==> src/verilog/procyon_pkg.sv <==
// shared widths, types, opcodes and stage structs for the integer execution unit, compiled first
package procyon_pkg;

    localparam int DATA_WIDTH  = 32;
    localparam int ADDR_WIDTH  = 32;
    localparam int TAG_WIDTH   = 6;                 // sized for a 64 entry reorder buffer
    localparam int SHAMT_WIDTH = 5;

    typedef logic        [DATA_WIDTH-1:0]  procyon_data_t;
    typedef logic signed [DATA_WIDTH-1:0]  procyon_signed_data_t;
    typedef logic        [ADDR_WIDTH-1:0]  procyon_addr_t;
    typedef logic        [TAG_WIDTH-1:0]   procyon_tag_t;
    typedef logic        [SHAMT_WIDTH-1:0] procyon_shamt_t;
    typedef logic        [6:0]             procyon_opcode_t;
    typedef logic        [2:0]             procyon_funct3_t;
    typedef logic        [6:0]             procyon_funct7_t;

    typedef enum logic [3:0] {
        ALU_FUNC_ADD = 4'b0000,
        ALU_FUNC_SUB = 4'b0001,
        ALU_FUNC_AND = 4'b0010,
        ALU_FUNC_OR  = 4'b0011,
        ALU_FUNC_XOR = 4'b0100,
        ALU_FUNC_SLL = 4'b0101,
        ALU_FUNC_SRL = 4'b0110,
        ALU_FUNC_SRA = 4'b0111,
        ALU_FUNC_EQ  = 4'b1000,                     // compare functions return 0 or 1
        ALU_FUNC_NE  = 4'b1001,
        ALU_FUNC_LT  = 4'b1010,
        ALU_FUNC_LTU = 4'b1011,
        ALU_FUNC_GE  = 4'b1100,
        ALU_FUNC_GEU = 4'b1101
    } procyon_alu_func_t;

    localparam procyon_opcode_t OPC_OP     = 7'b0110011;
    localparam procyon_opcode_t OPC_OPIMM  = 7'b0010011;
    localparam procyon_opcode_t OPC_LUI    = 7'b0110111;
    localparam procyon_opcode_t OPC_AUIPC  = 7'b0010111;
    localparam procyon_opcode_t OPC_JAL    = 7'b1101111;
    localparam procyon_opcode_t OPC_JALR   = 7'b1100111;
    localparam procyon_opcode_t OPC_BRANCH = 7'b1100011;

    // one issued operation as it leaves the reservation station
    typedef struct packed {
        procyon_opcode_t opcode;
        procyon_funct3_t funct3;
        procyon_funct7_t funct7;
        procyon_data_t   src_a;
        procyon_data_t   src_b;
        procyon_data_t   imm;                       // already sign extended
        procyon_addr_t   iaddr;
        procyon_tag_t    tag;
    } ieu_issue_t;

    typedef struct packed {
        procyon_alu_func_t alu_func;
        procyon_data_t     src_a;
        procyon_data_t     src_b;
        procyon_addr_t     iaddr;
        procyon_data_t     imm_b;                   // branch offset
        procyon_shamt_t    shamt;
        procyon_tag_t      tag;
        logic              jmp;
        logic              br;
    } ieu_dec_t;

    typedef struct packed {
        procyon_data_t data;
        procyon_addr_t addr;
        procyon_tag_t  tag;
        logic          redirect;                    // fetch must restart at addr
    } ieu_result_t;

endpackage

==> src/verilog/ieu_id.sv <==
// decode stage of the integer execution unit, turns an issued operation into ALU controls
`timescale 1ns/10ps

module ieu_id (
    input  logic                    clk,
    input  logic                    i_rst_n,

    input  procyon_pkg::ieu_issue_t i_issue,
    input  logic                    i_valid,

    output procyon_pkg::ieu_dec_t   o_dec,
    output logic                    o_valid
);

    procyon_pkg::ieu_dec_t          dec;
    procyon_pkg::procyon_alu_func_t op_func;
    procyon_pkg::procyon_alu_func_t br_func;
    logic                           alt;            // funct7 bit 5 picks SUB and SRA
    logic                           is_op;

    assign alt   = i_issue.funct7[5];
    assign is_op = (i_issue.opcode == procyon_pkg::OPC_OP);

    // shared by register and immediate ALU operations
    always_comb begin
        case (i_issue.funct3)
            3'b000:  op_func = (alt && is_op) ? procyon_pkg::ALU_FUNC_SUB
                                              : procyon_pkg::ALU_FUNC_ADD;
            3'b001:  op_func = procyon_pkg::ALU_FUNC_SLL;
            3'b010:  op_func = procyon_pkg::ALU_FUNC_LT;   // SLT
            3'b011:  op_func = procyon_pkg::ALU_FUNC_LTU;  // SLTU
            3'b100:  op_func = procyon_pkg::ALU_FUNC_XOR;
            3'b101:  op_func = alt ? procyon_pkg::ALU_FUNC_SRA : procyon_pkg::ALU_FUNC_SRL;
            3'b110:  op_func = procyon_pkg::ALU_FUNC_OR;
            default: op_func = procyon_pkg::ALU_FUNC_AND;
        endcase
    end

    always_comb begin
        case (i_issue.funct3)
            3'b000:  br_func = procyon_pkg::ALU_FUNC_EQ;
            3'b001:  br_func = procyon_pkg::ALU_FUNC_NE;
            3'b100:  br_func = procyon_pkg::ALU_FUNC_LT;
            3'b101:  br_func = procyon_pkg::ALU_FUNC_GE;
            3'b110:  br_func = procyon_pkg::ALU_FUNC_LTU;
            3'b111:  br_func = procyon_pkg::ALU_FUNC_GEU;
            default: br_func = procyon_pkg::ALU_FUNC_EQ;   // 010 and 011 are not branches
        endcase
    end

    // anything not listed falls through as an add of two zeros
    always_comb begin
        dec.alu_func = procyon_pkg::ALU_FUNC_ADD;
        dec.src_a    = '0;
        dec.src_b    = '0;
        dec.iaddr    = i_issue.iaddr;
        dec.imm_b    = i_issue.imm;
        dec.shamt    = i_issue.src_b[procyon_pkg::SHAMT_WIDTH-1:0];
        dec.tag      = i_issue.tag;
        dec.jmp      = 1'b0;
        dec.br       = 1'b0;

        case (i_issue.opcode)
            procyon_pkg::OPC_OP: begin
                dec.alu_func = op_func;
                dec.src_a    = i_issue.src_a;
                dec.src_b    = i_issue.src_b;
            end
            procyon_pkg::OPC_OPIMM: begin
                dec.alu_func = op_func;
                dec.src_a    = i_issue.src_a;
                dec.src_b    = i_issue.imm;
                dec.shamt    = i_issue.imm[procyon_pkg::SHAMT_WIDTH-1:0];
            end
            procyon_pkg::OPC_LUI: begin
                dec.src_b    = i_issue.imm;
            end
            procyon_pkg::OPC_AUIPC: begin
                dec.src_a    = i_issue.iaddr;
                dec.src_b    = i_issue.imm;
            end
            procyon_pkg::OPC_JAL: begin
                dec.src_a    = i_issue.iaddr;
                dec.src_b    = i_issue.imm;
                dec.jmp      = 1'b1;
            end
            procyon_pkg::OPC_JALR: begin
                dec.src_a    = i_issue.src_a;
                dec.src_b    = i_issue.imm;
                dec.jmp      = 1'b1;
            end
            procyon_pkg::OPC_BRANCH: begin
                dec.alu_func = br_func;             // imm stays in imm_b as the offset
                dec.src_a    = i_issue.src_a;
                dec.src_b    = i_issue.src_b;
                dec.br       = 1'b1;
            end
            default: begin
            end
        endcase
    end

    always_ff @(posedge clk) begin
        o_dec <= dec;
        if (!i_rst_n) begin
            o_valid <= 1'b0;
        end else begin
            o_valid <= i_valid;
        end
    end

endmodule

==> src/verilog/ieu_ex.sv <==
// execute stage of the integer execution unit, runs the ALU and resolves jumps and branches
`timescale 1ns/10ps

module ieu_ex (
    input  logic                     clk,
    input  logic                     i_rst_n,

    input  procyon_pkg::ieu_dec_t    i_dec,
    input  logic                     i_valid,

    output procyon_pkg::ieu_result_t o_result,
    output logic                     o_valid
);

    procyon_pkg::procyon_data_t             result;
    logic [2*procyon_pkg::DATA_WIDTH-1:0]   e_src_a;    // sign extended copy for SRA
    logic [2*procyon_pkg::DATA_WIDTH-1:0]   sra_full;
    procyon_pkg::procyon_signed_data_t      s_src_a;
    procyon_pkg::procyon_signed_data_t      s_src_b;
    logic                                   cmp;
    procyon_pkg::ieu_result_t               result_next;

    assign e_src_a  = {{procyon_pkg::DATA_WIDTH{i_dec.src_a[procyon_pkg::DATA_WIDTH-1]}},
                       i_dec.src_a};
    assign sra_full = e_src_a >> i_dec.shamt;
    assign s_src_a  = i_dec.src_a;
    assign s_src_b  = i_dec.src_b;

    always_comb begin
        case (i_dec.alu_func)
            procyon_pkg::ALU_FUNC_EQ:  cmp = (i_dec.src_a == i_dec.src_b);
            procyon_pkg::ALU_FUNC_NE:  cmp = (i_dec.src_a != i_dec.src_b);
            procyon_pkg::ALU_FUNC_LT:  cmp = (s_src_a < s_src_b);
            procyon_pkg::ALU_FUNC_LTU: cmp = (i_dec.src_a < i_dec.src_b);
            procyon_pkg::ALU_FUNC_GE:  cmp = (s_src_a >= s_src_b);
            procyon_pkg::ALU_FUNC_GEU: cmp = (i_dec.src_a >= i_dec.src_b);
            default:                   cmp = 1'b0;
        endcase
    end

    always_comb begin
        case (i_dec.alu_func)
            procyon_pkg::ALU_FUNC_ADD: result = i_dec.src_a + i_dec.src_b;
            procyon_pkg::ALU_FUNC_SUB: result = i_dec.src_a - i_dec.src_b;
            procyon_pkg::ALU_FUNC_AND: result = i_dec.src_a & i_dec.src_b;
            procyon_pkg::ALU_FUNC_OR:  result = i_dec.src_a | i_dec.src_b;
            procyon_pkg::ALU_FUNC_XOR: result = i_dec.src_a ^ i_dec.src_b;
            procyon_pkg::ALU_FUNC_SLL: result = i_dec.src_a << i_dec.shamt;
            procyon_pkg::ALU_FUNC_SRL: result = i_dec.src_a >> i_dec.shamt;
            procyon_pkg::ALU_FUNC_SRA: result = sra_full[procyon_pkg::DATA_WIDTH-1:0];
            default:                   result = {{(procyon_pkg::DATA_WIDTH-1){1'b0}}, cmp};
        endcase
    end

    always_comb begin
        result_next.tag = i_dec.tag;
        if (i_dec.jmp) begin
            result_next.data     = i_dec.iaddr + procyon_pkg::procyon_addr_t'(4);  // link address
            result_next.addr     = {result[procyon_pkg::DATA_WIDTH-1:1], 1'b0};
            result_next.redirect = i_valid;
        end else if (i_dec.br) begin
            result_next.data     = result;
            result_next.addr     = i_dec.iaddr + i_dec.imm_b;
            result_next.redirect = i_valid & cmp;   // taken branch
        end else begin
            result_next.data     = result;
            result_next.addr     = '0;
            result_next.redirect = 1'b0;
        end
    end

    always_ff @(posedge clk) begin
        o_result.data <= result_next.data;
        o_result.addr <= result_next.addr;
        o_result.tag  <= result_next.tag;
        if (!i_rst_n) begin
            o_result.redirect <= 1'b0;
            o_valid           <= 1'b0;
        end else begin
            o_result.redirect <= result_next.redirect;
            o_valid           <= i_valid;
        end
    end

endmodule

==> src/verilog/ieu.sv <==
// integer execution unit top, two stage pipeline of decode then execute
`timescale 1ns/10ps

module ieu (
    input  logic                     clk,
    input  logic                     i_rst_n,

    input  procyon_pkg::ieu_issue_t  i_issue,
    input  logic                     i_valid,

    output procyon_pkg::ieu_result_t o_result,
    output logic                     o_valid
);

    procyon_pkg::ieu_dec_t dec;
    logic                  dec_valid;           // one decoded operation per cycle when high

    ieu_id ieu_id_inst (
        .clk       (clk),
        .i_rst_n   (i_rst_n),
        .i_issue   (i_issue),
        .i_valid   (i_valid),
        .o_dec     (dec),
        .o_valid   (dec_valid)
    );

    ieu_ex ieu_ex_inst (
        .clk       (clk),
        .i_rst_n   (i_rst_n),
        .i_dec     (dec),
        .i_valid   (dec_valid),
        .o_result  (o_result),
        .o_valid   (o_valid)
    );

endmodule

==> config.mk <==
export PLATFORM = sky130hd
export DESIGN_NAME = ieu
export DESIGN_NICKNAME = d
export VERILOG_FILES = /design/src/verilog/procyon_pkg.sv /design/src/verilog/ieu_id.sv /design/src/verilog/ieu_ex.sv /design/src/verilog/ieu.sv
export SDC_FILE = /design/constraint.sdc
export NUM_CORES = 1
export LEC_CHECK = 0
export BUFFER_PORTS_ARGS = -buffer_cell sky130_fd_sc_hd__buf_2
export CAP_MARGIN = 20
export CORE_UTILIZATION = 50
export CTS_BUF_LIST = sky130_fd_sc_hd__clkbuf_16
export DETAILED_ROUTE_END_ITERATION = 8
export HOLD_SLACK_MARGIN = 0.05
export PLACE_DENSITY_LB_ADDON = 0.3
export SETUP_SLACK_MARGIN = 0.3
export SYNTH_ARGS = -nofsm -noshare
export SYNTH_HDL_FRONTEND = slang
export SYNTH_SLANG_ARGS = --single-unit
export TNS_END_PERCENT = 5
==> constraint.sdc <==
create_clock -name clk -period 2.8 [get_ports clk]
set_input_delay 0.56 -clock clk [delete_from_list [all_inputs] [get_ports clk]]
set_output_delay 0.56 -clock clk [all_outputs]
set_load 0.01 [all_outputs]
# After elaboration in Yosys (flattened, before gate mapping)
# Cells that the tools add are included.
# totals
word_cells	87
reg_bits	218
# op_classes
magnitude_cmp	4
n_reduce_logical	10
shift	3
n_mux	16
bitwise	5
addsub	4
n_eq_ne	29
# ops
cell	n
32-bit case mux with 8 select lines	1
32-bit case mux with 2 select lines	2
32-bit adder	2
32-bit greater-or-equal comparator	2
32-bit < comparator	2
64-bit 2-to-1 mux	1
64-bit by 5-bit >> shifter with 32-bit output	1
32-bit by 3-bit adder with 32-bit output, second input constant	1
32-bit AND	1
32-bit == test	1
32-bit 2-to-1 mux	1
32-bit != test	1
32-bit bitwise OR	1
32-bit by 5-bit << shifter with 32-bit output	1
32-bit by 5-bit >> shifter with 32-bit output	1
32-bit subtractor	1
32-bit bitwise XOR	1
4-bit case mux with 7 select lines	1
4-bit == test, second input constant	6
7-bit == test, second input constant	3
4-bit by 3-bit == test with 1-bit output, second input constant	4
3-bit case mux with 5 select lines	1
7-bit by 5-bit == test with 1-bit output, second input constant	2
7-bit by 6-bit == test with 1-bit output, second input constant	2
other kinds (17)	31

# Logic depth before layout (Yosys ltp)
# Gate-level depths: netlist (run 1).
# depth
depth_word	5
ltp_mapped	13

# Cells and area by module
# Synthesis (run 1) repeated with hierarchy kept, for this count alone.
# hier_totals
hier_cells	2023
hier_area_um2	17284.1
# by_module_without_submodules
mod	area_per_inst_um2	n_inst	cells_each
ieu_ex	13346.6	1	1752
ieu_id	3937.5	1	271

# Worst setup path before layout (run 1)
# No wires, ideal clock.
# synth_timing
kind	reg2reg
startpoint	register ieu_id_inst.o_dec[117] (netlist name)
endpoint	register ieu_ex_inst.o_result[53] (netlist name)
synth_period_minus_slack_ps	2945
setup_slack_ps	-145
arrival_ps	2803
path_stages_with_launch	13
cell_sequence	dfxtp_1 -> inv_1 -> ha_1 -> buf_2 -> nor4_2 -> inv_1 -> a211oi_1 -> o21ai_0 -> o311ai_0 -> a21oi_1 -> xnor2_1 -> a2111oi_0 -> mux2i_1
# synth_rtl
element	line	text
start, declared	ieu_id.sv:11	output procyon_pkg::ieu_dec_t o_dec,
start signal, assigned	ieu_id.sv:104	o_dec <= dec;

==> reports/metrics.cfg, run 1 <==
[timing]
timing.final.hold_violations = 0
drv_slew = 0
setup_ws_ns = -0.425
max_freq_ghz = 0.310
skew_ns = 0.0154
worst_slew_pin_slew_ns = 0.769
relSlewSlack = 0.485
rsz0062_at_grt = true
fin_crit_ns = 3.22
finalCritPeriodShare = 1.15
finalSetupViolCount = 49

[job]
max_cap_viol_count = 0

[global_routing]
grt_max_degree = 44
grt_overflow = 0
antenna_found_initial = 3
grt_pass1_vias = 18500
track_usage = 0.444
grt_pass1_wl_um = 113000

[finish]
fin_nets = 2927
n_antenna_cell = 0
finalNonFillerCells = 3099
drive_above_1_share = 0.372
syn2layout_area_growth_pct = 38.0

[hold_path]
min_to = ieu_id_inst.o_dec[4]$_DFF_P_
min_from = i_issue[2]
holdPathStages = 1
hold_class = in -> reg

[clock_network]
cts_buffer_depth = 3
cts.sinks = 218
cts_tree = built
root_buffer = clkbuf_16
cts_buffers = 25
clk_latency_ns = 0.53
htree_levels = 1
postCtsHoldBufs = 0
path_clk_slew_ns = 0.06

[status]
violations = negative setup slack
status = finished, violations left

[placement]
port-buffer-count = 219
placed_cells = 3040
place.gp.congestion = 1.06
hpwlAfterDp_um = 62000

[routing]
drtAntennaViolNets = 0
vias = 19800
drc = 0
drtPass1Iterations = 8
drt_iter0_markers = 2276
viasPerCell = 6.40
wl_per_cell_um = 25.3
routed_wirelength_um = 78400

[power]
vdd_drop_max_mv = 0.520
power.leakage_nw = 10.4
p_per_area_nw_per_um2 = 361
finalPower_w = 0.00840

[setup_path]
timing.rr.end = ieu_ex_inst.o_result[69]$_DFF_P_
r2r_cells = 13
critPathMaxFanout = 5
path_common_cell = buf_4
start_kind = flop
worstSetupPathType = reg -> reg
end_kind = flop
critPathArrivalTime_ns = 3.61
critPathBufInv = 2
r2r_setup_slack_ns = -0.42
r2r_start = ieu_id_inst.o_dec[77]$_DFF_P_
crit_path_max_incr_delay_ns = 0.36
cp.required_ns = 3.19
path_delay_family = compound AO/OA/AOI/OAI gates
cp_slowest_cell = dfxtp_4
crit_chain = ha_4 > fa_2 > a21o_1 > a311oi_2 > buf_4 > nor3b_4 > o211ai_1 > nand3b_1 > a221oi_1 > a211oi_1 > a211oi_2 > buf_4 > mux2i_1

[yosys]
avgSynthCellArea_um2 = 8.27
synth_nets = 2326
yosysWarnings = 0
synthesis.area_um2 = 16900
ys_ff_latch = 218
synth-main-ff-cell = dfxtp_1
syn_inst = 2041
yosysSeqAreaShare = 0.259
async_flop_share = 0
ys_types = 90
synth_edf_count = 0

[die]
core_area_um2 = 32900
row_count = 66
die_x_um = 186
die-area_um2 = 34500
ios = 226
die_h_um = 186
initial_core_util = 0.513

-- final cells by class --
cell class	instances	area [µm²]
multi-input combinational	1578	12200
fill	2703	9580
timing repair buffer	703	4950
sequential	218	4420
clock buffer	25	626
tap	442	553
inverter	116	435
clock inverter	17	85.1
-- sequential cells by signal, summed over array words and instances (netlist names) --
signal and flops:
ieu_id_inst.o_valid 1, ieu_ex_inst.o_result 71, ieu_ex_inst.o_valid 1, ieu_id_inst.o_dec 145
-- per-stage QoR --
step	setup slack, ns	setup TNS, ns	cell area (µm²)	hold WS, ns	util
after global routing	-0.538	-14.76	23300	0.123	0.709
after CTS	-0.414	-8.69	22900	0.121	0.695
final	-0.425	-9.02	23300	0.122	0.709
after global placement	-0.487	-11.71	21800	0.310	0.664
after detailed placement	-0.557	-13.62	21800	0.312	0.664
after floorplan	0.0684	0	17100	0.310	-
-- cells in the final DEF (no fill, tap or decap), types with 45 or more instances in the layout --
cell type	n
buf_4	460
buf_2	219
nor2_1	198
dfxtp_1	193
nand2_1	149
a21oi_1	144
inv_1	114
ha_1	112
o21ai_0	94
a22o_1	76
mux2i_1	46
mux4_2	45
-- kinds of logic (layout without fill, tap and decap cells) --
kind of cell,count (synthesis),count (layout),synth area share
compound gates,676,676,0.276
fa+ha+maj,131,131,0.0985
simple gates,581,581,0.162
buf+inv,245,861,0.0605
flops,218,218,0.259
xor+xnor,61,61,0.0317
mux,129,129,0.113
-- Yosys cell counts, types with 6 or more instances --
cell | instances | share of area
a211oi_1 | 29 | 0.013
or2_2 | 9 | 0.0033
ha_1 | 128 | 0.095
and4_1 | 8 | 0.0042
dfxtp_1 | 218 | 0.26
o21bai_1 | 15 | 0.0067
o21ai_0 | 112 | 0.033
a21oi_1 | 163 | 0.048
nor2_1 | 212 | 0.047
inv_1 | 115 | 0.026
o22ai_1 | 32 | 0.012
a311oi_1 | 8 | 0.0042
a31oi_1 | 27 | 0.010
o31ai_1 | 11 | 0.0049
or3_1 | 21 | 0.0078
a22oi_1 | 10 | 0.0044
nand2b_1 | 15 | 0.0056
buf_1 | 13 | 0.0029
buf_2 | 29 | 0.0086
and3_1 | 17 | 0.0063
clkbuf_1 | 77 | 0.017
a221o_1 | 11 | 0.0065
nand4_1 | 10 | 0.0037
xor2_1 | 23 | 0.012
a22o_1 | 76 | 0.039
o221ai_1 | 12 | 0.0062
and2_1 | 16 | 0.0059
nand3b_1 | 6 | 0.0027
mux2_2 | 32 | 0.021
a211o_1 | 9 | 0.0047
a221oi_1 | 15 | 0.0078
o21ai_1 | 9 | 0.0027
mux4_2 | 44 | 0.059
nand2_1 | 150 | 0.033
mux2i_1 | 51 | 0.030
o2111ai_1 | 7 | 0.0036
nand3_1 | 40 | 0.012
o211ai_1 | 27 | 0.012
nor4_1 | 13 | 0.0048
a222oi_1 | 6 | 0.0036
nor3_1 | 27 | 0.0080
xnor2_1 | 38 | 0.020
a21o_1 | 28 | 0.012
nor2b_1 | 16 | 0.0059
-- how the worst max path moves through the flow --
stage / slack (ns) / depth (start not counted) / startpoint / to
final: -0.42 / 13 / ieu_id_inst.o_dec[77]$_DFF_P_ / ieu_ex_inst.o_result[69]$_DFF_P_
after global routing: -0.54 / 12 / ieu_id_inst.o_dec[77]$_DFF_P_ / ieu_ex_inst.o_result[33]$_DFF_P_
after CTS: -0.41 / 13 / ieu_id_inst.o_dec[77]$_DFF_P_ / ieu_ex_inst.o_result[69]$_DFF_P_
after detailed placement: -0.56 / 13 / ieu_id_inst.o_dec[77]$_DFF_P_ / ieu_ex_inst.o_result[69]$_DFF_P_
after global placement: -0.49 / 13 / ieu_id_inst.o_dec[77]$_DFF_P_ / ieu_ex_inst.o_result[69]$_DFF_P_
after floorplan: 0.07 / 12 / ieu_id_inst.o_dec[117]$_DFF_P_ / ieu_ex_inst.o_result[64]$_DFF_P_
-- report_power, final --
part	leakage (nW)	switching [W]	internal, W	total [W]
Sequential	1.81	0.0000815	0.00321	0.00329
Combinational	8.26	0.00122	0.000995	0.00221
Clock	0.375	0.00128	0.00161	0.00290
-- layer usage --
layer  track usage  up-vias  routed length (µm)
met2         0.670     1351               33400
met1         0.590     9434               31300
met5             0        -                  13
met4         0.202        2                4170
met3         0.117      276                9460
li1              -     8779                   -
-- worst reg2reg max path: stages (launching register included) --
cell and delay (ns):
dfxtp_4 0.36, ha_4 0.16, fa_2 0.34, a21o_1 0.20
a311oi_2 0.25, buf_4 0.19, nor3b_4 0.06, o211ai_1 0.30
nand3b_1 0.27, a221oi_1 0.32, a211oi_1 0.11, a211oi_2 0.29
buf_4 0.18, mux2i_1 0.07
-- repair_timing --
item / 4_1_cts / 5_1_grt
buffers inserted: 3 / 14
gates resized for setup: 82 / 71
setup endpoints to repair: 64 / 64
pin swaps: 26 / 24
Note: power is estimated with default switching activity, not from simulation.
==> inputs of run 2 (changes only) <==
--- a/config.mk
+++ b/config.mk
@@ -11,7 +11,7 @@
 export CTS_BUF_LIST = sky130_fd_sc_hd__clkbuf_16
 export DETAILED_ROUTE_END_ITERATION = 8
 export HOLD_SLACK_MARGIN = 0.05
-export PLACE_DENSITY_LB_ADDON = 0.3
+export PLACE_DENSITY = 0.72
 export SETUP_SLACK_MARGIN = 0.3
 export SYNTH_ARGS = -nofsm -noshare
 export SYNTH_HDL_FRONTEND = slang
==> run 2 against run 1 <==
Against the previous run:
- the run still ends with negative setup slack left
- combinational power is 2% higher
- global-route usage shrank 0.40 points
- via count shrank 0.45%
- critical path type unchanged
- final area rose by 0.39%
- largest power group unchanged
- sequential share of layout area fell by 0.073 points
- worst hold slack better by 0.0076 ns
- routed wire length decreased by 1.2%
- power rose by 1.8%
- first-iteration DRC count rose by 0.31%
==> reports/metrics.cfg, run 2 (synthesized netlist as in run 1, its figures left out) <==
[global_routing]
grt_overflow = 0  ; unchanged
grt_pass1_vias = 18900  ; +2.3%
grt_pass1_wl_um = 113000  ; about the same
grt_max_degree = 60  ; +36%
track_usage = 0.440  ; -0.00403
antenna_found_initial = 2  ; -1

[placement]
placement.cell_area_um2 = 21800  ; -0.21%
pre_cts_ws_ns = -0.693  ; -0.136 ns
hpwlAfterDp_um = 61100  ; -1.5%
place.gp.congestion = 1.08  ; +1.8%
port-buffer-count = 219  ; unchanged

[die]
initial_core_util = 0.513  ; unchanged
die_h_um = 186  ; unchanged
die-area_um2 = 34500  ; unchanged
row_count = 66  ; unchanged
die_x_um = 186  ; unchanged
core_area_um2 = 32900  ; unchanged
ios = 226  ; unchanged

[setup_path]
end_kind = flop
r2r_setup_slack_ns = -0.29  ; +0.13 ns
critPathMaxFanout = 5  ; unchanged
critPathArrivalTime_ns = 3.54  ; -0.07 ns
start_kind = flop
worstSetupPathType = reg -> reg
cp.required_ns = 3.25  ; +0.06 ns

[timing]
drv_slew = 0  ; unchanged
fin_crit_ns = 3.09  ; -0.133 ns
finalCritPeriodShare = 1.10  ; -0.0476
skew_ns = 0.0296  ; +0.0143 ns
relSlewSlack = 0.589  ; +0.104
rsz0062_at_grt = true
worst_slew_pin_slew_ns = 0.610  ; -0.159 ns
timing.final.hold_violations = 0  ; unchanged
max_freq_ghz = 0.323  ; +4.3%
finalSetupViolCount = 51  ; +4.1%
setup_ws_ns = -0.292  ; +0.133 ns

[clock_network]
htree_levels = 1  ; unchanged
clk_latency_ns = 0.54  ; about the same
cts_buffer_depth = 3  ; unchanged
cts_tree = built
cts.sinks = 218  ; unchanged
path_clk_slew_ns = 0.07  ; about the same
postCtsHoldBufs = 0  ; unchanged
cts_buffers = 23  ; -8.0%
root_buffer = clkbuf_16

[routing]
drc = 0  ; unchanged
drtAntennaViolNets = 0  ; unchanged
routed_wirelength_um = 77500  ; -1.2%
viasPerCell = 6.38  ; -0.42%
drt_iter0_markers = 2283  ; +0.31%
vias = 19800  ; -0.45%
drtPass1Iterations = 9  ; +1
wl_per_cell_um = 25.0  ; -1.1%

[power]
p_int_w = 0.00597  ; +2.6%
vdd_drop_max_mv = 0.560  ; +7.5%
power.switching_w = 0.00258  ; about the same
power.leakage_nw = 10.4  ; -0.36%
p_seq_frac = 0.385  ; -0.007
clockPowerShare = 0.352  ; +0.007
p_per_area_nw_per_um2 = 366  ; +1.4%
p_comb_frac = 0.263  ; about the same
swShare = 0.302  ; -0.00524

[status]
status = finished, violations left
violations = negative setup slack

[finish]
layout_common_cells = buf_4 (455), buf_2 (219), nor2_1 (201)
reg.largest.list = ieu_id_inst.o_dec (145), ieu_ex_inst.o_result (71)
stdcell_area_um2 = 23400  ; +0.39%
drive_above_1_share = 0.376  ; +0.00405
final_util = 0.711  ; +0.00274
top_register = ieu_id_inst.o_dec
fin_nets = 2925  ; -0.068%
largest_reg_flops = 145  ; unchanged
layout_commonest_cell = buf_4
syn2layout_area_growth_pct = 38.5

[hold_path]
hold_class = in -> reg

[job]
max_cap_viol_count = 0  ; unchanged

[run 2: repair_timing]
| action | 4_1_cts | 5_1_grt |
|---|---|---|
| pin swaps | 37 | 41 |
| endpoints found under the setup margin | 64 | 64 |
| setup buffers | 15 | 3 |
| gates cloned | 0 | 0 |
| resized for setup | 76 | 93 |
[run 2: worst max-delay path, cell delays in order, from the launching register on]
cell and delay [ns]:
dfxtp_2 0.32, ha_2 0.19, fa_2 0.35, a21o_1 0.21
a311oi_2 0.21, buf_4 0.17, nor3b_2 0.08, o211ai_1 0.32
nand3b_1 0.13, buf_6 0.16, o31ai_4 0.20, mux2_4 0.33
o211a_4 0.17, o22ai_1 0.17
[run 2: path summary, 6_finish.rpt]
kind | from | end | depth (start not counted)
min reg2reg | ieu_id_inst.o_dec[3]$_DFF_P_ | ieu_ex_inst.o_result[2]$_DFF_P_ | 0
min | i_issue[5] | ieu_id_inst.o_dec[7]$_DFF_P_ | 1
max reg2reg | ieu_id_inst.o_dec[77]$_DFF_P_ | ieu_ex_inst.o_result[33]$_DFF_P_ | 13
max | ieu_id_inst.o_dec[77]$_DFF_P_ | ieu_ex_inst.o_result[33]$_DFF_P_ | 13
[run 2: cell type report]
| cell class | count | area (µm²) |
|---|---|---|
| multi-input combinational | 1578 | 12300 |
| clock buffer | 24 | 601 |
| inverter | 116 | 440 |
| sequential | 218 | 4420 |
| clock inverter | 16 | 126 |
| antenna | 1 | 2.50 |
| fill | 2639 | 9490 |
| timing repair buffer | 703 | 4960 |
| tap | 442 | 553 |
[run 2: power groups by stage]
stage | Clock [W] | Sequential, W | Combinational, W
final | 0.00301 | 0.00329 | 0.00225
after global routing | 0.00316 | 0.00330 | 0.00237
after CTS | 0.00301 | 0.00329 | 0.00211
after detailed placement | 0 | 0.00335 | 0.00199
after global placement | 0 | 0.00335 | 0.00196
after floorplan | 0 | 0.00335 | 0.00108
[run 2: through the flow]
stage / hold WS [ns] / setup TNS, ns / cells / power, W
finish: 0.130 / -8.04 / 3098 / 0.00855
global route: 0.123 / -12.87 / 3097 / 0.00882
CTS: 0.123 / -8.58 / 3094 / 0.00840
detailed placement: 0.318 / -13.52 / 3039 / 0.00535
global placement: 0.311 / -11.50 / 3039 / 0.00531
floorplan: 0.310 / 0 / 2041 / 0.00443
[run 2: metal layers]
metal / global-route usage / share of wire
met5: 0 / 0.00022
met4: 0.187 / 0.044
met3: 0.0970 / 0.12
met2: 0.675 / 0.43
met1: 0.592 / 0.40
